--- src/hw/msadc_settings.svh ---
////////////////////////////////////////
// all timing in clk units, init time sized for simulation
// scale MSADC_INIT_CLKS up for hardware to allow spi readout
////////////////////////////////////////
`ifndef MSADC_SETTINGS_SVH
`define MSADC_SETTINGS_SVH

// idle clocks before each conversion
`define MSADC_INIT_CLKS 50
// fixed and variable phase lengths
`define MSADC_FIX_CLKS 10
`define MSADC_VAR_CLKS 70
// full four-phase cycles per integration
`define MSADC_INT_CYCLES 4
// one cycle incl. the start states and phase end clocks
`define MSADC_CYCLE_CLKS (2 * (`MSADC_FIX_CLKS + `MSADC_VAR_CLKS) + 8)

// register map, spi address space
`define MSADC_ADDR_TEST 7
`define MSADC_ADDR_UP 9
`define MSADC_ADDR_DOWN 10
`define MSADC_ADDR_RUNDOWN 11
`define MSADC_ADDR_TRANS_UP 12
`define MSADC_ADDR_TRANS_DOWN 14
`define MSADC_ADDR_ONES 15
`define MSADC_ADDR_FLIP 17

// address bit that turns a frame into a pure read
`define MSADC_NO_WRITE_BIT 7

`endif

--- src/hw/msadc_pkg.sv ---
////////////////////////////////////////
// counts and register values are 24 bit, addresses 8 bit
////////////////////////////////////////
`default_nettype none

package msadc_pkg;

  // phase, transition or clock count
  typedef logic [23:0] count_t;
  // spi address byte, top bit marks a read-only frame
  typedef logic [7:0] reg_addr_t;
  typedef logic [23:0] reg_data_t;

  // integrator switches as {signal, negative ref, positive ref}
  typedef enum logic [2:0] {
    SEL_NONE = 3'b000,
    // positive ref drives the integrator down
    SEL_POS  = 3'b001,
    // negative ref drives it up
    SEL_NEG  = 3'b010,
    // both refs on for the slow rundown
    SEL_BOTH = 3'b011
  } int_sel_e;

  // modulator phases, each run phase has a one clock start state
  typedef enum logic [3:0] {
    INIT,
    FIX_POS_START,
    FIX_POS,
    VAR_START,
    VAR,
    FIX_NEG_START,
    FIX_NEG,
    VAR2_START,
    VAR2,
    RUNDOWN_START,
    RUNDOWN,
    DONE
  } phase_e;

  // snapshot of one finished conversion
  typedef struct packed {
    count_t up;
    count_t down;
    count_t rundown;
    count_t trans_up;
    count_t trans_down;
    logic   flip;
  } conv_result_t;

  // write command from the spi side
  typedef struct packed {
    logic      valid;
    reg_addr_t addr;
    reg_data_t data;
  } reg_wr_t;

endpackage

`default_nettype wire

--- src/hw/msadc_modulator.sv ---
////////////////////////////////////////
// no back-pressure, an unread snapshot is overwritten
// cmp_out is asynchronous, 1 means integrator below zero cross
////////////////////////////////////////
`default_nettype none

`include "msadc_settings.svh"

module msadc_modulator
  import msadc_pkg::*;
(
  input  logic         clk,
  input  logic         rst,
  input  logic         cmp_out,
  output int_sel_e     int_sel,
  output logic         cmp_latch,
  output logic         irq_n,
  output conv_result_t result
);

  localparam count_t INIT_CLKS  = count_t'(`MSADC_INIT_CLKS);
  localparam count_t FIX_CLKS   = count_t'(`MSADC_FIX_CLKS);
  localparam count_t VAR_CLKS   = count_t'(`MSADC_VAR_CLKS);
  // cycle count value seen at the end of the last regular VAR2
  localparam count_t LAST_CYCLE = count_t'(`MSADC_INT_CYCLES - 1);

  phase_e   state;
  count_t   clk_cnt;
  count_t   cycle_cnt;
  logic     flip;

  // live counts of the running conversion
  count_t   up_cnt;
  count_t   down_cnt;
  count_t   trans_up_cnt;
  count_t   trans_down_cnt;

  logic [2:0] cmp_q;
  logic     cmp_below;
  logic     cmp_edge;

  logic     conv_start;
  logic     var_start;
  logic     rundown_end;
  logic     sel_load;
  int_sel_e sel_new;

  ////////////////////////////////////////
  // comparator sync and edge detect

  always_ff @(posedge clk)
  begin
    cmp_q <= {cmp_q[1:0], cmp_out};
  end

  assign cmp_below = cmp_q[1];
  // either direction ends the rundown
  assign cmp_edge  = cmp_q[2] ^ cmp_q[1];

  assign conv_start  = (state == INIT) && (clk_cnt == INIT_CLKS);
  assign var_start   = (state == VAR_START) || (state == VAR2_START);
  assign rundown_end = (state == RUNDOWN) && cmp_edge;

  ////////////////////////////////////////
  // phase sequencer

  always_ff @(posedge clk)
  begin
    if (rst)
    begin
      state     <= INIT;
      clk_cnt   <= '0;
      cycle_cnt <= '0;
      flip      <= 1'b0;
      irq_n     <= 1'b1;
      cmp_latch <= 1'b1;
    end
    else
    begin
      // phase clock always runs, start states clear it
      clk_cnt <= clk_cnt + 1'b1;
      case (state)
        INIT:
          if (conv_start)
          begin
            state     <= FIX_POS_START;
            cycle_cnt <= '0;
            flip      <= 1'b0;
            // comparator enabled from first conversion on
            cmp_latch <= 1'b0;
          end
        FIX_POS_START:
        begin
          state   <= FIX_POS;
          clk_cnt <= '0;
        end
        FIX_POS:
          if (clk_cnt == FIX_CLKS)
            state <= VAR_START;
        VAR_START:
        begin
          state   <= VAR;
          clk_cnt <= '0;
        end
        VAR:
          if (clk_cnt == VAR_CLKS)
            state <= FIX_NEG_START;
        FIX_NEG_START:
        begin
          state   <= FIX_NEG;
          clk_cnt <= '0;
        end
        FIX_NEG:
          if (clk_cnt == FIX_CLKS)
            state <= VAR2_START;
        VAR2_START:
        begin
          state   <= VAR2;
          clk_cnt <= '0;
        end
        VAR2:
          if (clk_cnt == VAR_CLKS)
          begin
            cycle_cnt <= cycle_cnt + 1'b1;
            if (cycle_cnt >= LAST_CYCLE)
            begin
              // must end above zero cross for the rundown
              if (!cmp_below)
                state <= RUNDOWN_START;
              else
              begin
                flip  <= 1'b1;
                state <= VAR2_START;
              end
            end
            else
              state <= FIX_POS_START;
          end
        RUNDOWN_START:
        begin
          state   <= RUNDOWN;
          clk_cnt <= '0;
        end
        RUNDOWN:
          if (cmp_edge)
          begin
            state <= DONE;
            irq_n <= 1'b0;
          end
        DONE:
        begin
          // single clock interrupt pulse
          irq_n   <= 1'b1;
          state   <= INIT;
          clk_cnt <= '0;
        end
        default:
          state <= INIT;
      endcase
    end
  end

  ////////////////////////////////////////
  // integrator switch selection

  always_comb
  begin
    sel_load = 1'b0;
    sel_new  = SEL_NONE;
    case (state)
      FIX_POS_START:
      begin
        sel_load = 1'b1;
        sel_new  = SEL_POS;
      end
      VAR_START, VAR2_START:
      begin
        // drive towards the zero cross
        sel_load = 1'b1;
        sel_new  = cmp_below ? SEL_NEG : SEL_POS;
      end
      FIX_NEG_START:
      begin
        sel_load = 1'b1;
        sel_new  = SEL_NEG;
      end
      RUNDOWN_START:
      begin
        sel_load = 1'b1;
        sel_new  = SEL_BOTH;
      end
      RUNDOWN:
        sel_load = cmp_edge;
      default:
        sel_load = 1'b0;
    endcase
  end

  always_ff @(posedge clk)
  begin
    if (rst)
      int_sel <= SEL_NONE;
    else if (sel_load)
      int_sel <= sel_new;
  end

  // up/down phases and reference transitions
  always_ff @(posedge clk)
  begin
    if (conv_start)
    begin
      up_cnt         <= '0;
      down_cnt       <= '0;
      trans_up_cnt   <= '0;
      trans_down_cnt <= '0;
    end
    else
    begin
      if (var_start)
      begin
        if (sel_new == SEL_NEG)
          up_cnt <= up_cnt + 1'b1;
        else
          down_cnt <= down_cnt + 1'b1;
      end
      // count only real changes of direction
      if (sel_load && (sel_new != int_sel))
      begin
        case (sel_new)
          SEL_NEG: trans_up_cnt <= trans_up_cnt + 1'b1;
          SEL_POS: trans_down_cnt <= trans_down_cnt + 1'b1;
          default: trans_up_cnt <= trans_up_cnt;
        endcase
      end
    end
  end

  ////////////////////////////////////////
  // result snapshot at rundown end

  always_ff @(posedge clk)
  begin
    if (rst)
      result <= '0;
    else if (rundown_end)
      result <= '{
        up:         up_cnt,
        down:       down_cnt,
        rundown:    clk_cnt,
        trans_up:   trans_up_cnt,
        trans_down: trans_down_cnt,
        flip:       flip
      };
  end

endmodule

`default_nettype wire

--- src/hw/msadc_reg_bank.sv ---
////////////////////////////////////////
// reads decode the low 7 address bits, one clk reply latency
////////////////////////////////////////
`default_nettype none

`include "msadc_settings.svh"

module msadc_reg_bank
  import msadc_pkg::*;
(
  input  logic         clk,
  input  logic         rst,
  input  conv_result_t result,
  input  logic         rd_req,
  input  reg_addr_t    rd_addr,
  output reg_data_t    rd_data,
  input  reg_wr_t      wr
);

  // write address compared in full, spi side clears valid on read-only frames
  localparam reg_addr_t  WR_TEST      = reg_addr_t'(`MSADC_ADDR_TEST);

  localparam logic [6:0] A_TEST       = 7'(`MSADC_ADDR_TEST);
  localparam logic [6:0] A_UP         = 7'(`MSADC_ADDR_UP);
  localparam logic [6:0] A_DOWN       = 7'(`MSADC_ADDR_DOWN);
  localparam logic [6:0] A_RUNDOWN    = 7'(`MSADC_ADDR_RUNDOWN);
  localparam logic [6:0] A_TRANS_UP   = 7'(`MSADC_ADDR_TRANS_UP);
  localparam logic [6:0] A_TRANS_DOWN = 7'(`MSADC_ADDR_TRANS_DOWN);
  localparam logic [6:0] A_ONES       = 7'(`MSADC_ADDR_ONES);
  localparam logic [6:0] A_FLIP       = 7'(`MSADC_ADDR_FLIP);

  reg_data_t test_reg;

  ////////////////////////////////////////
  // test register

  always_ff @(posedge clk)
  begin
    if (rst)
      test_reg <= '0;
    else if (wr.valid && (wr.addr == WR_TEST))
      test_reg <= wr.data;
  end

  ////////////////////////////////////////
  // read decode, bit 7 is the no-write flag and ignored here

  always_ff @(posedge clk)
  begin
    if (rd_req)
    begin
      case (rd_addr[6:0])
        A_TEST:       rd_data <= test_reg;
        A_UP:         rd_data <= result.up;
        A_DOWN:       rd_data <= result.down;
        A_RUNDOWN:    rd_data <= result.rundown;
        A_TRANS_UP:   rd_data <= result.trans_up;
        A_TRANS_DOWN: rd_data <= result.trans_down;
        // fixed pattern for link checks
        A_ONES:       rd_data <= '1;
        // flip in bit 0
        A_FLIP:       rd_data <= reg_data_t'(result.flip);
        default:      rd_data <= '0;
      endcase
    end
  end

endmodule

`default_nettype wire

--- src/hw/msadc_spi_slave.sv ---
////////////////////////////////////////
// sclk half-period at least 4 clk, sclk idles low
// frames of exactly 32 bits write, shorter or longer are dropped
////////////////////////////////////////
`default_nettype none

`include "msadc_settings.svh"

module msadc_spi_slave
  import msadc_pkg::*;
(
  input  logic      clk,
  input  logic      rst,
  input  logic      spi_cs,
  input  logic      spi_sclk,
  input  logic      spi_mosi,
  output logic      spi_miso,
  output logic      rd_req,
  output reg_addr_t rd_addr,
  input  reg_data_t rd_data,
  output reg_wr_t   wr
);

  localparam logic [5:0] ADDR_LAST  = 6'd7;
  localparam logic [5:0] FRAME_BITS = 6'd32;
  localparam logic [5:0] CNT_MAX    = 6'h3f;
  // no-write flag position inside the received frame
  localparam int         NO_WR_POS  = 24 + `MSADC_NO_WRITE_BIT;

  logic [2:0]  cs_q;
  logic [2:0]  sclk_q;
  logic [1:0]  mosi_q;
  logic        cs_low;
  logic        cs_fall;
  logic        cs_rise;
  logic        sclk_fall;
  logic [5:0]  bit_cnt;
  logic [31:0] shift_in;
  reg_data_t   shift_out;
  logic        load_pend;

  ////////////////////////////////////////
  // pin sync, mosi stays aligned with sclk

  always_ff @(posedge clk)
  begin
    if (rst)
    begin
      cs_q   <= '1;
      sclk_q <= '0;
    end
    else
    begin
      cs_q   <= {cs_q[1:0], spi_cs};
      sclk_q <= {sclk_q[1:0], spi_sclk};
    end
  end

  always_ff @(posedge clk)
  begin
    mosi_q <= {mosi_q[0], spi_mosi};
  end

  assign cs_low    = ~cs_q[1];
  assign cs_fall   = cs_q[2] & ~cs_q[1];
  assign cs_rise   = ~cs_q[2] & cs_q[1];
  assign sclk_fall = sclk_q[2] & ~sclk_q[1] & cs_low;

  // request in the clock of the 8th falling edge
  assign rd_req  = sclk_fall && (bit_cnt == ADDR_LAST);
  assign rd_addr = {shift_in[6:0], mosi_q[1]};

  ////////////////////////////////////////
  // frame engine

  always_ff @(posedge clk)
  begin
    if (rst)
    begin
      bit_cnt   <= '0;
      shift_out <= '0;
      load_pend <= 1'b0;
    end
    else
    begin
      // bank reply is registered, load one clk later
      load_pend <= rd_req;
      if (cs_fall)
      begin
        bit_cnt   <= '0;
        shift_out <= '0;
      end
      else if (load_pend)
        shift_out <= rd_data;
      else if (sclk_fall)
      begin
        if (bit_cnt != CNT_MAX)
          bit_cnt <= bit_cnt + 1'b1;
        shift_out <= {shift_out[22:0], 1'b0};
      end
    end
  end

  always_ff @(posedge clk)
  begin
    if (sclk_fall)
      shift_in <= {shift_in[30:0], mosi_q[1]};
  end

  // write command on cs release
  always_ff @(posedge clk)
  begin
    if (rst)
      wr.valid <= 1'b0;
    else
    begin
      wr.valid <= cs_rise && (bit_cnt == FRAME_BITS) && !shift_in[NO_WR_POS];
      if (cs_rise)
      begin
        wr.addr <= shift_in[31:24];
        wr.data <= shift_in[23:0];
      end
    end
  end

  // raw cs gates miso, low as soon as the master lets go
  assign spi_miso = ~spi_cs & shift_out[23];

endmodule

`default_nettype wire

--- src/hw/msadc_top.sv ---
////////////////////////////////////////
// single clock domain, spi pins oversampled by clk
////////////////////////////////////////
`default_nettype none

module msadc_top
  import msadc_pkg::*;
(
  input  logic     clk,
  input  logic     rst,
  input  logic     cmp_out,
  input  logic     spi_cs,
  input  logic     spi_sclk,
  input  logic     spi_mosi,
  output logic     spi_miso,
  output logic     cmp_latch,
  output logic     irq_n,
  output int_sel_e int_sel
);

  conv_result_t result;
  logic         rd_req;
  reg_addr_t    rd_addr;
  reg_data_t    rd_data;
  reg_wr_t      wr;

  // conversion sequencer
  msadc_modulator u_modulator (
    .clk       (clk),
    .rst       (rst),
    .cmp_out   (cmp_out),
    .int_sel   (int_sel),
    .cmp_latch (cmp_latch),
    .irq_n     (irq_n),
    .result    (result)
  );

  // host interface
  msadc_spi_slave u_spi_slave (
    .clk      (clk),
    .rst      (rst),
    .spi_cs   (spi_cs),
    .spi_sclk (spi_sclk),
    .spi_mosi (spi_mosi),
    .spi_miso (spi_miso),
    .rd_req   (rd_req),
    .rd_addr  (rd_addr),
    .rd_data  (rd_data),
    .wr       (wr)
  );

  msadc_reg_bank u_reg_bank (
    .clk     (clk),
    .rst     (rst),
    .result  (result),
    .rd_req  (rd_req),
    .rd_addr (rd_addr),
    .rd_data (rd_data),
    .wr      (wr)
  );

endmodule

`default_nettype wire

--- config.mk ---
export PLATFORM = sky130hd
export DESIGN_NAME = msadc_top
export DESIGN_NICKNAME = d
export VERILOG_FILES = /design/src/hw/msadc_pkg.sv /design/src/hw/msadc_modulator.sv /design/src/hw/msadc_reg_bank.sv /design/src/hw/msadc_spi_slave.sv /design/src/hw/msadc_top.sv
export VERILOG_INCLUDE_DIRS = /design/src /design/src/hw
export SDC_FILE = /design/constraint.sdc
export NUM_CORES = 1
export LEC_CHECK = 0
export BUFFER_PORTS_ARGS = -buffer_cell sky130_fd_sc_hd__buf_2
export CORE_MARGIN = 5
export CORE_UTILIZATION = 51
export DETAILED_ROUTE_END_ITERATION = 6
export HOLD_SLACK_MARGIN = 0.05
export PLACE_DENSITY = 0.74
export SLEW_MARGIN = 20
export SYNTH_ARGS = -nofsm -noshare
export SYNTH_HDL_FRONTEND = slang
export SYNTH_SLANG_ARGS = --single-unit
--- constraint.sdc ---
create_clock -name clk -period 3.88 [get_ports clk]
set_clock_uncertainty 0.1 [all_clocks]
set_input_delay 0.194 -clock clk [delete_from_list [all_inputs] [get_ports clk]]
set_output_delay 0.194 -clock clk [all_outputs]
set_load 0.02 [all_outputs]
==> results.yml <==
run_status:
  status: "complete, no violations"
worst_setup_path:
  reg2reg_slack_ns: 0.95
  start_kind: "register"
  crit_slowest_cell: "nor4_4"
  r2r-start: "u_modulator.clk_cnt[19]"
  worstReg2RegEnd: "u_modulator.cycle_cnt[23]"
  worstPathRequired_ns: 4.26
  cp_cell_sequence: "nor4_1 -> nand4b_1 -> nor4_4 -> buf_4 -> nand3_2 -> or4_1 -> a21oi_1"
  cp_num_buf_inv: 1
  reg2reg_depth: 7
  cp.depth: 7
  crit_fanout: 14
  slowest_delay_ns: 0.63
  path_delay_family: "simple AND/OR/NAND/NOR gates"
  crit_type: "register to register"
  endpoint_kind: "register"
  cp.arrival_ns: 3.31
drt:
  drt.antenna.violating_nets: 0
  first_pass_iters: 5
  via_per_inst: 5.56
  drtIter0Drc: 915
  wirelength_um: 38000
  drc_errors: 0
  wire_per_inst_um: 16.4
  vias: 12900
logic_synthesis:
  yosysTopAreaCellShare_pct: 39.7
  yosysSeqAreaShare_pct: 55.1
  synth_nets: 1879
  avgSynthCellArea_um2: 9.23
  syn_inst: 1864
  netlist_top_cells_area: "dfxtp_1, edfxtp_1, nand2_1"
  synth.distinct_cells: 58
  synth_top_cell_by_area: "dfxtp_1"
  synth-edff-count: 88
  ys.warnings.count: 0
  synthMostInstantiatedCell: "dfxtp_1"
  synthFlopType: "dfxtp_1"
  ys_seq_elements: 429
  synth_area_mm2: 0.0172
  async_flop_share_pct: 0
  synthTopCellsByCount: "dfxtp_1, nand2_1, nor2_1"
final_layout:
  nets: 1849
  insertedDiodeCount: 0
  top_regs: "u_modulator.result: 121 flops, u_spi_slave.wr: 33 flops, u_spi_slave.shift_in: 32 flops"
  fin_cells: 2314
  area_growth_pct: 10.3
  seq_area_mm2: 0.00947
  layout-drive-gt1-share_pct: 6.22
  largest_reg_flops: 121
  multi_input_area_mm2: 0.00720
  fillCellCount: 2919
  regMostFlops: "u_modulator.result"
clock_network:
  clk-insertion-delay-late_ns: 0.56
  cts.sinks: 429
  cts_resized: 0
  cts-buffers-inserted: 44
  cts_tree: "built"
  clk_pin_slew_ns: 0.06
  cts_root_buf: "clkbuf_16"
  hold_buffers: 6
  ctsLongestPathBuffers: 3
  htree_levels: 2
  post_cts_buffers: 0
min_path:
  hold_end: "u_spi_slave.mosi_q[0]"
  hp-start: "spi_mosi"
  whs_path_depth: 2
  hp-class: "primary input to register"
power:
  p_leak_nw: 6.51
  power.density_mw_per_mm2: 455
  vdd_drop_max_mv: 0.415
global_routing:
  grt_first_pass_wirelength_um: 62400
  grt_util_met2_pct: 33.0
  track_usage_pct: 19.7
  met1_usage_pct: 26.1
  antenna_found_initial: 1
  top_usage_layer: "met2"
  gr-usage-met3_pct: 2.88
  grt_max_degree: 97
  grt_pass1_vias: 12200
  overflow: 0
sta:
  clock.fmax_mhz: 341
  setup_tns_ns: 0
  period_share_pct: 75.6
  setup_viol: 0
  hold_violations: 0
  worst_pin_slew_ns: 1.02
  max-slew-margin-rel_pct: 31.7
  rsz0062_at_grt: "false"
  post-route-min-period_ns: 2.93
  finalMaxSlewViolations: 0
floorplanning:
  fp.dieW_um: 194
  die_area_mm2: 0.0375
  rows: 67
  core_area_mm2: 0.0334
  io_pins: 12
  die_y_um: 194
  initial_utilization_pct: 51.4
place:
  hpwl_um: 25300
  port_buffers: 10
  dp.cells: 2230
  gp_congestion: 0.884
run:
  drv_cap: 0
## cells by family after synthesis
logic type	after synthesis	share of synthesized area, %
buf+inv	137	3.36
compound gates	265	8.77
mux	52	3.03
fa+ha+maj	9	0.655
flops	429	55.1
simple gates	833	22.1
xor+xnor	138	7.03
other cells	1	0.0218
## worst max path at each step
stage | startpoint | to | slack, ns
CTS | u_modulator.state[1] | u_modulator.down_cnt[22] | 0.99
finish | u_modulator.clk_cnt[19] | u_modulator.cycle_cnt[23] | 0.95
floorplan | u_spi_slave.sclk_q[1] | u_reg_bank.rd_data[0] | 0.58
global route | u_modulator.clk_cnt[19] | u_modulator.cycle_cnt[23] | 0.75
global placement | u_modulator.state[3] | u_modulator.result[49] | 1.06
detailed placement | u_modulator.state[1] | u_modulator.down_cnt[22] | 0.98
## layout by cell type, fill, tap and decap left out, types with 8 or more instances in the layout
master / instances
dfxtp_1: 341
nand2_1: 337
nor2_1: 238
a21oi_1: 159
xor2_1: 91
edfxtp_1: 88
nand4_1: 66
mux2i_1: 51
a22oi_1: 47
xnor2_1: 47
nand3_1: 46
clkbuf_16: 44
o21ai_0: 36
and3_1: 28
inv_1: 23
nor3_1: 23
nor4_1: 22
buf_4: 21
and4_1: 12
and2_1: 10
clkbuf_1: 10
ha_1: 9
buf_2: 9
or3_1: 8
## power by group
group	total (mW)	internal, mW	switching (mW)
clock network	3.93	2.24	1.70
registers	4.59	4.56	0.0301
logic	0.109	0.0330	0.0763
total	8.63	6.83	1.80
## metrics by stage
stage / util [%] / total power, mW / setup WS, ns / area, um2 / hold slack [ns]
2_1_floorplan: - / 4.76 / 0.577 / 17200 / 0.122
3_3_place_gp: 52.5 / 4.78 / 1.06 / 17600 / 0.197
3_5_place_dp: 52.5 / 4.79 / 0.982 / 17600 / 0.198
4_1_cts: 56.7 / 8.71 / 0.990 / 19000 / 0.155
5_1_grt: 56.7 / 8.92 / 0.750 / 19000 / 0.176
6_report: 56.7 / 8.63 / 0.946 / 19000 / 0.175
## layout make-up
type,instances,area share (%)
well taps,448,2.95
repair buffers,38,1.60
multi-input cells,1298,38.0
clock inverters,20,0.824
inverters,23,0.455
clock buffers,58,6.29
flip-flops and latches,429,49.9
## layer usage
layer / vias to the layer above / part of all wire [%]
met1: 6166 / 44
li1: 6314 / -
met4: 0 / 3.6
met2: 294 / 48
met5: - / 0
met3: 89 / 4.7
Power figures use the tool's default switching activity.
